### src/fu_pkg.sv
`default_nettype none

package fu_pkg;

  localparam int xlen          = 64;
  localparam int rob_idx_width = 5;
  localparam int reg_idx_width = 5;

  typedef enum logic [3:0] {
    alu_addq,
    alu_subq,
    alu_and,
    alu_bic,
    alu_bis,
    alu_ornot,
    alu_xor,
    alu_eqv,
    alu_srl,
    alu_sll,
    alu_sra,
    alu_cmpult,
    alu_cmpeq,
    alu_cmpule,
    alu_cmplt,
    alu_cmple
  } alu_func_e;

  typedef enum logic [1:0] {
    opb_is_reg,     // opb_value
    opb_is_lit,     // zero-extended 8-bit literal
    opb_is_br_disp  // branch displacement
  } opb_sel_e;

  // follows an op all the way to its result
  typedef struct packed {
    logic [reg_idx_width-1:0] dest_idx;
    logic [rob_idx_width-1:0] rob_idx;
  } fu_tag_t;

  typedef struct packed {
    alu_func_e       func;
    opb_sel_e        opb_sel;
    logic [7:0]      lit;
    logic [xlen-1:0] opa_value;
    logic [xlen-1:0] opb_value;
    logic [xlen-1:0] npc;
    logic [2:0]      br_func;
    logic            cond_branch;
    logic            uncond_branch;
    logic [20:0]     br_disp;
    fu_tag_t         tag;
  } fu_op_t;

  typedef struct packed {
    logic [xlen-1:0] result;
    fu_tag_t         tag;
  } fu_result_t;

  typedef struct packed {
    logic                     en;
    logic [rob_idx_width-1:0] rob_idx;   // the branch
    logic [rob_idx_width-1:0] tail_idx;  // rob tail when the branch resolved
  } rollback_t;

  // distances are taken from the branch, wrapping around the rob
  function automatic logic rob_is_younger(
    input logic [rob_idx_width-1:0] op_idx,
    input logic [rob_idx_width-1:0] br_idx,
    input logic [rob_idx_width-1:0] tail_idx
  );
    logic [rob_idx_width-1:0] op_dist;
    logic [rob_idx_width-1:0] tail_dist;
    op_dist   = op_idx - br_idx;
    tail_dist = tail_idx - br_idx;
    return (op_dist != '0) && (op_dist <= tail_dist);
  endfunction

  // operand b for the alu and the multiplier
  function automatic logic [xlen-1:0] int_opb(input fu_op_t op);
    return (op.opb_sel == opb_is_lit) ? {{(xlen-8){1'b0}}, op.lit} : op.opb_value;
  endfunction

endpackage

`default_nettype wire
### src/branch_unit.sv
`default_nettype none

module branch_unit (
  input  logic                             clock,
  input  logic                             reset,
  input  logic [fu_pkg::rob_idx_width-1:0] rob_tail,
  input  fu_pkg::fu_op_t                   in,
  input  logic                             in_valid,
  output logic                             in_ready,
  output fu_pkg::fu_result_t               out,
  output logic                             out_valid,
  input  logic                             out_ready,
  output fu_pkg::rollback_t                rollback
);
  import fu_pkg::*;

  logic [xlen-1:0] opa;
  logic [xlen-1:0] disp;
  logic            cond;
  logic            taken;

  assign opa = in.opa_value;

  always_comb begin
    case (in.br_func[1:0])
      2'b00:   cond = !opa[0];                    // low bit clear
      2'b01:   cond = (opa == '0);
      2'b10:   cond = opa[xlen-1];                // negative
      default: cond = opa[xlen-1] || (opa == '0); // at most zero
    endcase
    if (in.br_func[2]) begin
      cond = !cond;
    end
  end

  assign taken = in.uncond_branch || (in.cond_branch && cond);

  // word displacement, sign extended
  assign disp = {{(xlen-23){in.br_disp[20]}}, in.br_disp, 2'b00};

  always_comb begin
    out.tag = in.tag;
    if (in.opb_sel == opb_is_br_disp) begin
      out.result = in.npc + disp;
    end else begin
      out.result = {in.opb_value[xlen-1:2], 2'b00};  // jump through register
    end
  end

  assign out_valid = in_valid;
  assign in_ready  = out_ready;

  assign rollback.en       = in_valid && in_ready && taken;
  assign rollback.rob_idx  = in.tag.rob_idx;
  assign rollback.tail_idx = rob_tail;

  // targets come from the displacement or a register, never the literal
  a_no_lit_target : assert property (
    @(posedge clock) disable iff (reset) in_valid |-> in.opb_sel != opb_is_lit
  );

endmodule

`default_nettype wire

### config.mk
export PLATFORM = sky130hd
export DESIGN_NAME = branch_unit
export DESIGN_NICKNAME = d
export VERILOG_FILES = /design/src/fu_pkg.sv /design/src/branch_unit.sv
export SDC_FILE = /design/constraint.sdc
export NUM_CORES = 1
export LEC_CHECK = 0
export BUFFER_PORTS_ARGS = -buffer_cell sky130_fd_sc_hd__buf_2
export CORE_AREA = 10 10 122 124
export DETAILED_ROUTE_END_ITERATION = 8
export DIE_AREA = 0 0 132 134
export GPL_ROUTABILITY_DRIVEN = 0
export PLACE_DENSITY = 0.76
export RECOVER_POWER = 25
export SYNTH_ARGS = -nofsm -noshare
export SYNTH_HDL_FRONTEND = slang
export SYNTH_SLANG_ARGS = --single-unit
### constraint.sdc
create_clock -name vclk -period 8.37
set_input_delay 1.674 -clock vclk [all_inputs]
set_output_delay 1.674 -clock vclk [all_outputs]
set_load 0.005 [all_outputs]
==> metrics, run 1 <==
Storage cell area 0 µm²; crit path kind in -> out; Die Ht 134 µm; Max IR drop VDD 0.0314 mV; most common cell after layout, fill and taps aside buf_2; post-synth top area cell ha_1; Tot Pwr 430 µW; Worst slew margin 26.0%; WHS 3350 ps; via count 6,381; Tcrit/Tclk final 80.3%; sequential area share after synthesis 0%; CTS resizes 0; setup TNS 0 ps; switch share 56.3%; Synth warnings 0; setup bufs post-CTS 0; Final Max Slew Viols 0; vias in the first global route 6,288; RSZ-0062 raised after global routing no; WL final 20,100 µm; Synth Instances 750; Critical Path Max Stage Delay 620 ps; I/O Buffers 287; crit start category input port; worst path cell trace buf_2 -> ha_1 -> nand2_1 -> nor4_1 -> nand3_1 -> or2_0 -> o221a_2 -> o41ai_2 -> nand3_1 -> a311o_1 -> nand2_1 -> buf_2; DR WL/cell 17.5 µm; max-cap viol count 0; Cell variety after synth 62; Worst-Margin Slew 1110 ps; footprint of the multi-input gates 4350 µm²; Hold EP out[8]; Slowest-stage cell, CP nor4_1; Synth top area share 16.1%; vias per inst 5.55; share of power burned in registers 0%; HPWL Detailed 17,300 µm; CTS Hold Bufs 0; first-pass GRT wire length 31,600 µm; final instance area 6090 µm²; min-delay src in[8]; Total GRT Usage 20.8%; Post-Synthesis Net Count 1,063; combinational share of power 100.0%; Post-DP Area 6090 µm²; Post-Syn Area 4730 µm²; Worst EP arrival 5040 ps; clock network power share 0%; Rows 41; largest net degree at the start of global routing 124; dominant cells by area after synthesis ha_1 16%, o21ai_0 9.7%, nand2_1 8.6%, a21oi_1 8.1%, xor2_1 5.4%; clkbuf count 0; Final Hold Viols 0; layout cells sized above 1 31.1%; Hold Path Class in -> out; ANT nets after route 0; leakage power 0.00309 µW; flip-flop and latch count 0; die footprint 17,700 µm²; min Tclk post-route 6720 ps; net switching power 242 µW; Pwr per Cell Area 70.7 nW/µm²; Hold Path Depth 0; total core area 12,500 µm²; remaining routing DRC violations 0; DRT Pass-1 Iters 5; # IOs 338; initial core utilization 38.0%; number of DRC markers in iteration 0 317; die extent in x 132 µm; CP Data Required Time 6700 ps; critical path peak fanout 26; outcome finished, final reports clean; setup violators final 0; Area growth syn-to-layout 28.7%; P_int 188 µW; crit end category output pin; filler cell count in the final layout 1,362; global route total overflow 0; highest clock rate 149 MHz; # nets final 1,292; initial antenna violation count 1; Avg Cell Area, Syn 6.31 µm²; commonest non-fill, non-tap cells in the layout 287 x buf_2, 109 x nand2_1, 92 x o21ai_0
## synth_stat cells, types with 6 or more instances
library cell,number
nand2_1,109
o21ai_0,92
a21oi_1,77
ha_1,61
clkbuf_1,35
a21o_1,33
nor2_1,33
xor2_1,29
nand4_1,26
buf_4,22
xnor2_1,22
nor4_1,21
nor3_1,20
inv_1,19
nand3_1,18
o21bai_1,10
o21a_1,8
a31oi_1,6
and2_1,6
and3_1,6
nor2b_1,6
o211ai_1,6
## area by class of cell
type / count / area share, %
Tap cell: 172 / 3.53
Inverter: 19 / 1.17
Timing Repair Buffer: 289 / 23.8
Antenna cell: 1 / 0.0411
Multi-Input combinational cell: 669 / 71.4
## through the flow
stage	std cells	setup slack, ps	utilization, %
floorplan	750	2590	-
global placement	1149	1770	48.8
detailed placement	1149	1730	48.8
CTS	1149	1710	48.8
global route	1149	1330	48.8
finish	1150	1650	48.9
## power groups by stage
| stage | Combinational [µW] | Sequential, µW | Clock, µW |
|---|---|---|---|
| floorplan | 279 | 0 | 0 |
| global placement | 424 | 0 | 0 |
| detailed placement | 428 | 0 | 0 |
| CTS | 431 | 0 | 0 |
| global route | 480 | 0 | 0 |
| finish | 430 | 0 | 0.0000160 |
## critical path: cells and delay by family
family / cells / cell delay, ps
and+or+nand+nor: 6 / 1460
AOI/OAI and AO/OA: 3 / 1020
buffers and inverters: 2 / 570
adders and majority gates: 1 / 310
## how the worst max path moves through the flow
stage	start	end	slack, ps	depth (start not counted)
after floorplan	in[24]	out[68]	2590	11
after global placement	in[10]	out[54]	1770	13
after detailed placement	in[30]	out[70]	1730	12
after CTS	in[30]	out[69]	1710	12
after global routing	in[30]	out[69]	1330	12
final	in[30]	out[70]	1650	12
## cells by family after synthesis
kind of cell             count (synthesis)  share of synthesized area [%]
AO/OA/AOI/OAI                          280                           37.0
AND/OR/NAND/NOR                        272                           27.9
buffers and inverters                   81                           8.25
adder cells (fa/ha/maj)                 62                           16.5
XOR/XNOR                                51                           9.44
multiplexers                             4                          0.872
## metal layers
metal / up-vias / track usage, % / part of all wire (%)
met1: 2836 / 22.3 / 40
li1: 3244 / - / -
met4: 0 / 1.67 / 0.80
met2: 287 / 40.4 / 51
met3: 14 / 6.05 / 8.7
met5: - / 0 / 0
Power figures use the tool's default switching activity.
==> run 2: changes to the inputs <==
--- a/config.mk
+++ b/config.mk
@@ -6,11 +6,12 @@
 export NUM_CORES = 1
 export LEC_CHECK = 0
 export BUFFER_PORTS_ARGS = -buffer_cell sky130_fd_sc_hd__buf_2
-export CORE_AREA = 10 10 122 124
+export CORE_ASPECT_RATIO = 0.9
+export CORE_MARGIN = 10
+export CORE_UTILIZATION = 39
 export DETAILED_ROUTE_END_ITERATION = 8
-export DIE_AREA = 0 0 132 134
 export GPL_ROUTABILITY_DRIVEN = 0
-export PLACE_DENSITY = 0.76
+export PLACE_DENSITY = 0.8
 export RECOVER_POWER = 25
 export SYNTH_ARGS = -nofsm -noshare
 export SYNTH_HDL_FRONTEND = slang
==> constraint.sdc (replaced) <==
create_clock -name vclk -period 5.96
set_input_delay 1.192 -clock vclk [all_inputs]
set_output_delay 1.192 -clock vclk [all_outputs]
set_load 0.005 [all_outputs]
==> run 2 against run 1 <==
Against the previous run: hold slack lost 960 ps; via count grew 0.72%; sequential share of layout area is the same; die area shrank 4.2%; clock-buffer cell count is the same; critical path depth is the same; global-route usage grew 0.65 points; cell area grew 0.49%; core utilization grew 2.2 points; sequential cell count is the same; setup slack lost 1200 ps; critical endpoint unchanged; highest routed layer is now met5.
==> metrics, run 2 (same netlist as run 1, synthesis figures left out) <==
Worst-Margin Slew 735 ps; setup bufs post-CTS 0; RSZ-0062 raised after global routing no; layout cells sized above 1 31.4%; WL final 20,100 µm; final worst slack 407 ps; CP most frequent cell buf_2; crit end category output pin; combinational share of power 100.0%; # nets final 1,297; min Tclk post-route 5550 ps; # IOs 338; critical path peak fanout 6; Hold Path Class in -> out; via count 6,427; vias per inst 5.61; first-pass GRT wire length 30,900 µm; remaining routing DRC violations 0; crit start category input port; met1 wire length 8060 µm; Storage cell area 0 µm²; P_int 267 µW; global route total overflow 0; leakage power 0.00311 µW; Critical Path Max Stage Delay 540 ps; setup TNS 0 ps; vias in the first global route 6,270; largest net degree at the start of global routing 79; crit path kind in -> out; share of power burned in registers 0%; outcome finished, final reports clean; ANT nets after route 0; initial core utilization 39.5%; most common cell after layout, fill and taps aside buf_2; highest clock rate 180 MHz; die extent in x 136 µm; number of DRC markers in iteration 0 367; clkbuf count 0; DRT Pass-1 Iters 5; Final Max Slew Viols 0; Die Ht 125 µm; CTS Hold Bufs 0; final instance area 6120 µm²; Slowest-stage cell, CP o41ai_2; worst slack, placed 459 ps; initial antenna violation count 5; worst path cell trace buf_2 -> ha_1 -> nand2_2 -> or3_1 -> a31oi_2 -> o2111ai_1 -> o221a_2 -> o41ai_2 -> nand3_1 -> a311o_1 -> nand2_1 -> buf_2; HPWL Detailed 17,500 µm; Final Hold Viols 0; setup violators final 0; max-cap viol count 0; Rows 38; post-route insts no fill 1,146; flip-flop and latch count 0; met2 wire length 9420 µm; Pwr per Cell Area 99.4 nW/µm²; Area growth syn-to-layout 29.3%; CP Data Required Time 4770 ps; Tcrit/Tclk final 93.2%; commonest non-fill, non-tap cells in the layout 286 x buf_2, 109 x nand2_1, 92 x o21ai_0; Cells after DPL 1,142; clock network power share 0%; Worst slew margin 51.0%; DR WL/cell 17.5 µm; net switching power 341 µW; I/O Buffers 287; Max IR drop VDD 0.0549 mV; switch share 56.0%; Total GRT Usage 21.4%; total core area 12,000 µm²; die footprint 16,900 µm²; filler cell count in the final layout 1,262; Post-DP Area 6110 µm²; top sig layer met5; routed wl met3 2210 µm; Worst EP arrival 4360 ps
## run 2: changes by cell type in the layout (fill, tap and decap cells not counted)
cell and delta:
buf_4 +5, diode_2 +3, a2111oi_0 -1, a2111oi_1 +1, buf_2 -1, clkbuf_1 +1
## run 2: power by group through the flow
stage	clock network, µW	logic, µW	registers [µW]
final	0.0000903	608	0
after global routing	0.0000901	677	0
after CTS	0	605	0
after detailed placement	0	601	0
after global placement	0	595	0
after floorplan	0	391	0
## run 2: stage by stage
stage	util, %	power (µW)	hold WS [ps]
finish	51.1	608	2380
global route	51.1	677	2380
CTS	51.0	605	2380
detailed placement	51.0	601	2380
global placement	51.0	595	2380
floorplan	-	391	2460
## run 2: metal layers
metal | GRT usage, % | vias up
li1 | - | 3260
met1 | 24.3 | 2840
met2 | 37.3 | 300
met3 | 6.69 | 25
met4 | 5.95 | 2
met5 | 0 | -
## run 2: final cells by class
class	instances	area (µm²)	share of cell area [%]
Inverter	19	71.3	1.17
Multi-Input combinational cell	669	4350	71.1
Antenna cell	4	10.0	0.164
Timing Repair Buffer	294	1490	24.3
Tap cell	160	200	3.27
## run 2: what timing repair did
item,CTS,global route
resized for setup,0,1
endpoints found under the setup margin,0,3
endpoints found under the hold margin,0,0
## run 2: worst max-delay path, delay by kind of cell
kind,cells,cell delay [ps]
AO/OA/AOI/OAI,5,1700
buffers and inverters,2,220
AND/OR/NAND/NOR,4,820
adder cells (fa/ha/maj),1,420
## run 2: path summary, 6_finish.rpt
kind	from	endpoint	slack, ps	cells past startpoint
setup / recovery	in[26]	out[70]	410	12
hold / removal	rob_tail[3]	rollback[3]	2380	0
==> run 3: changes to the inputs <==
--- a/config.mk
+++ b/config.mk
@@ -11,6 +11,7 @@
 export CORE_UTILIZATION = 39
 export DETAILED_ROUTE_END_ITERATION = 8
 export GPL_ROUTABILITY_DRIVEN = 0
+export MAX_ROUTING_LAYER = met4
 export PLACE_DENSITY = 0.8
 export RECOVER_POWER = 25
 export SYNTH_ARGS = -nofsm -noshare
==> run 3 against run 2 <==
Against the previous run: maximum frequency decreased by 0.58%; non-clock buffer count did not move; critical path depth unchanged; first-iteration DRC count is 1.6% higher; final cell count barely moved; clock-buffer cell count stayed put; critical path type unchanged.
==> metrics, run 3 (same netlist as run 1, synthesis figures left out) <==
outcome finished, final reports clean; Die Ht 125 µm; Worst-Margin Slew 750 ps; critical path peak fanout 17; layout cells sized above 1 31.4%; crit path kind in -> out; commonest non-fill, non-tap cells in the layout 286 x buf_2, 109 x nand2_1, 92 x o21ai_0; setup bufs post-CTS 0; CTS Hold Bufs 0; ANT nets after route 0; remaining routing DRC violations 0; post-route insts no fill 1,147; RSZ-0062 raised after global routing no; setup TNS 0 ps; crit start category input port; total core area 12,000 µm²; vias in the first global route 6,275; # IOs 338; Final Hold Viols 0; most common cell after layout, fill and taps aside buf_2; initial core utilization 39.5%; CTS resizes 0; # nets final 1,297; Pwr per Cell Area 99.4 nW/µm²; number of DRC markers in iteration 0 373; Rows 38; I/O Buffers 287; DRT Pass-1 Iters 5; highest clock rate 179 MHz; Total GRT Usage 22.0%; Hold Path Class in -> out; DR WL/cell 17.6 µm; global route total overflow 0; largest net degree at the start of global routing 79; via count 6,473; WL final 20,100 µm; setup violators final 0; first-pass GRT wire length 30,900 µm; max-cap viol count 0; initial antenna violation count 5; die extent in x 136 µm; clkbuf count 0; final instance area 6120 µm²; Worst EP arrival 4390 ps; flip-flop and latch count 0; die footprint 16,900 µm²; leakage power 0.00311 µW; vias per inst 5.64; Worst slew margin 50.0%; HPWL Detailed 17,500 µm; CP Data Required Time 4770 ps; Area growth syn-to-layout 29.4%; Cells after DPL 1,142; crit end category output pin; min Tclk post-route 5590 ps; Max IR drop VDD 0.0550 mV; Storage cell area 0 µm²; Tcrit/Tclk final 93.7%; Finished Core Util 51.1%; Final Max Slew Viols 0; Post-DP Area 6110 µm²
==> run 3: changes by cell type in the layout (fill, tap and decap cells not counted) <==
cell,before,now
diode_2,4,5
==> run 3: critical path: stages <==
cell	delay, ps
buf_2	220
ha_1	460
nand2_1	140
nor4_1	310
o21ai_0	150
nor3b_1	180
a2111oi_1	580
o21a_1	250
nor2_1	140
or4_1	510
nand3_1	130
buf_2	130
==> run 3: path summary, 6_finish.rpt <==
kind                         from     endpoint  depth (start not counted)
worst max-delay path       in[30]      out[57]                         12
worst min-delay path  rob_tail[3]  rollback[3]                          0
==> run 3: through the flow <==
stage          worst slack [ps]  total power (µW)  hold slack (ps)
5_1_grt                    98.7               677             2380
6_report                    374               609             2380
3_5_place_dp                459               601             2380
2_1_floorplan              1140               391             2460
3_3_place_gp                487               595             2380
4_1_cts                     434               605             2380
==> run 3: area by class of cell <==
class	count	area, µm²
Inverter	19	71.3
Multi-Input combinational cell	669	4350
Antenna cell	5	12.5
Timing Repair Buffer	294	1490
Fill cell	1264	5860
Tap cell	160	200
==> run 3: routing by layer <==
metal	share of wire, %	vias up	GRT usage, %
li1	-	3257	-
met1	41	2880	25.6
met2	47	313	37.2
met3	9.9	23	4.64
met4	1.9	0	5.95
met5	0	-	-
==> run 3: where the power goes <==
group          total (µW)  switching (µW)  internal, µW
combinational         609             341           267
sequential              0               0             0
clock            0.000113               0      0.000113
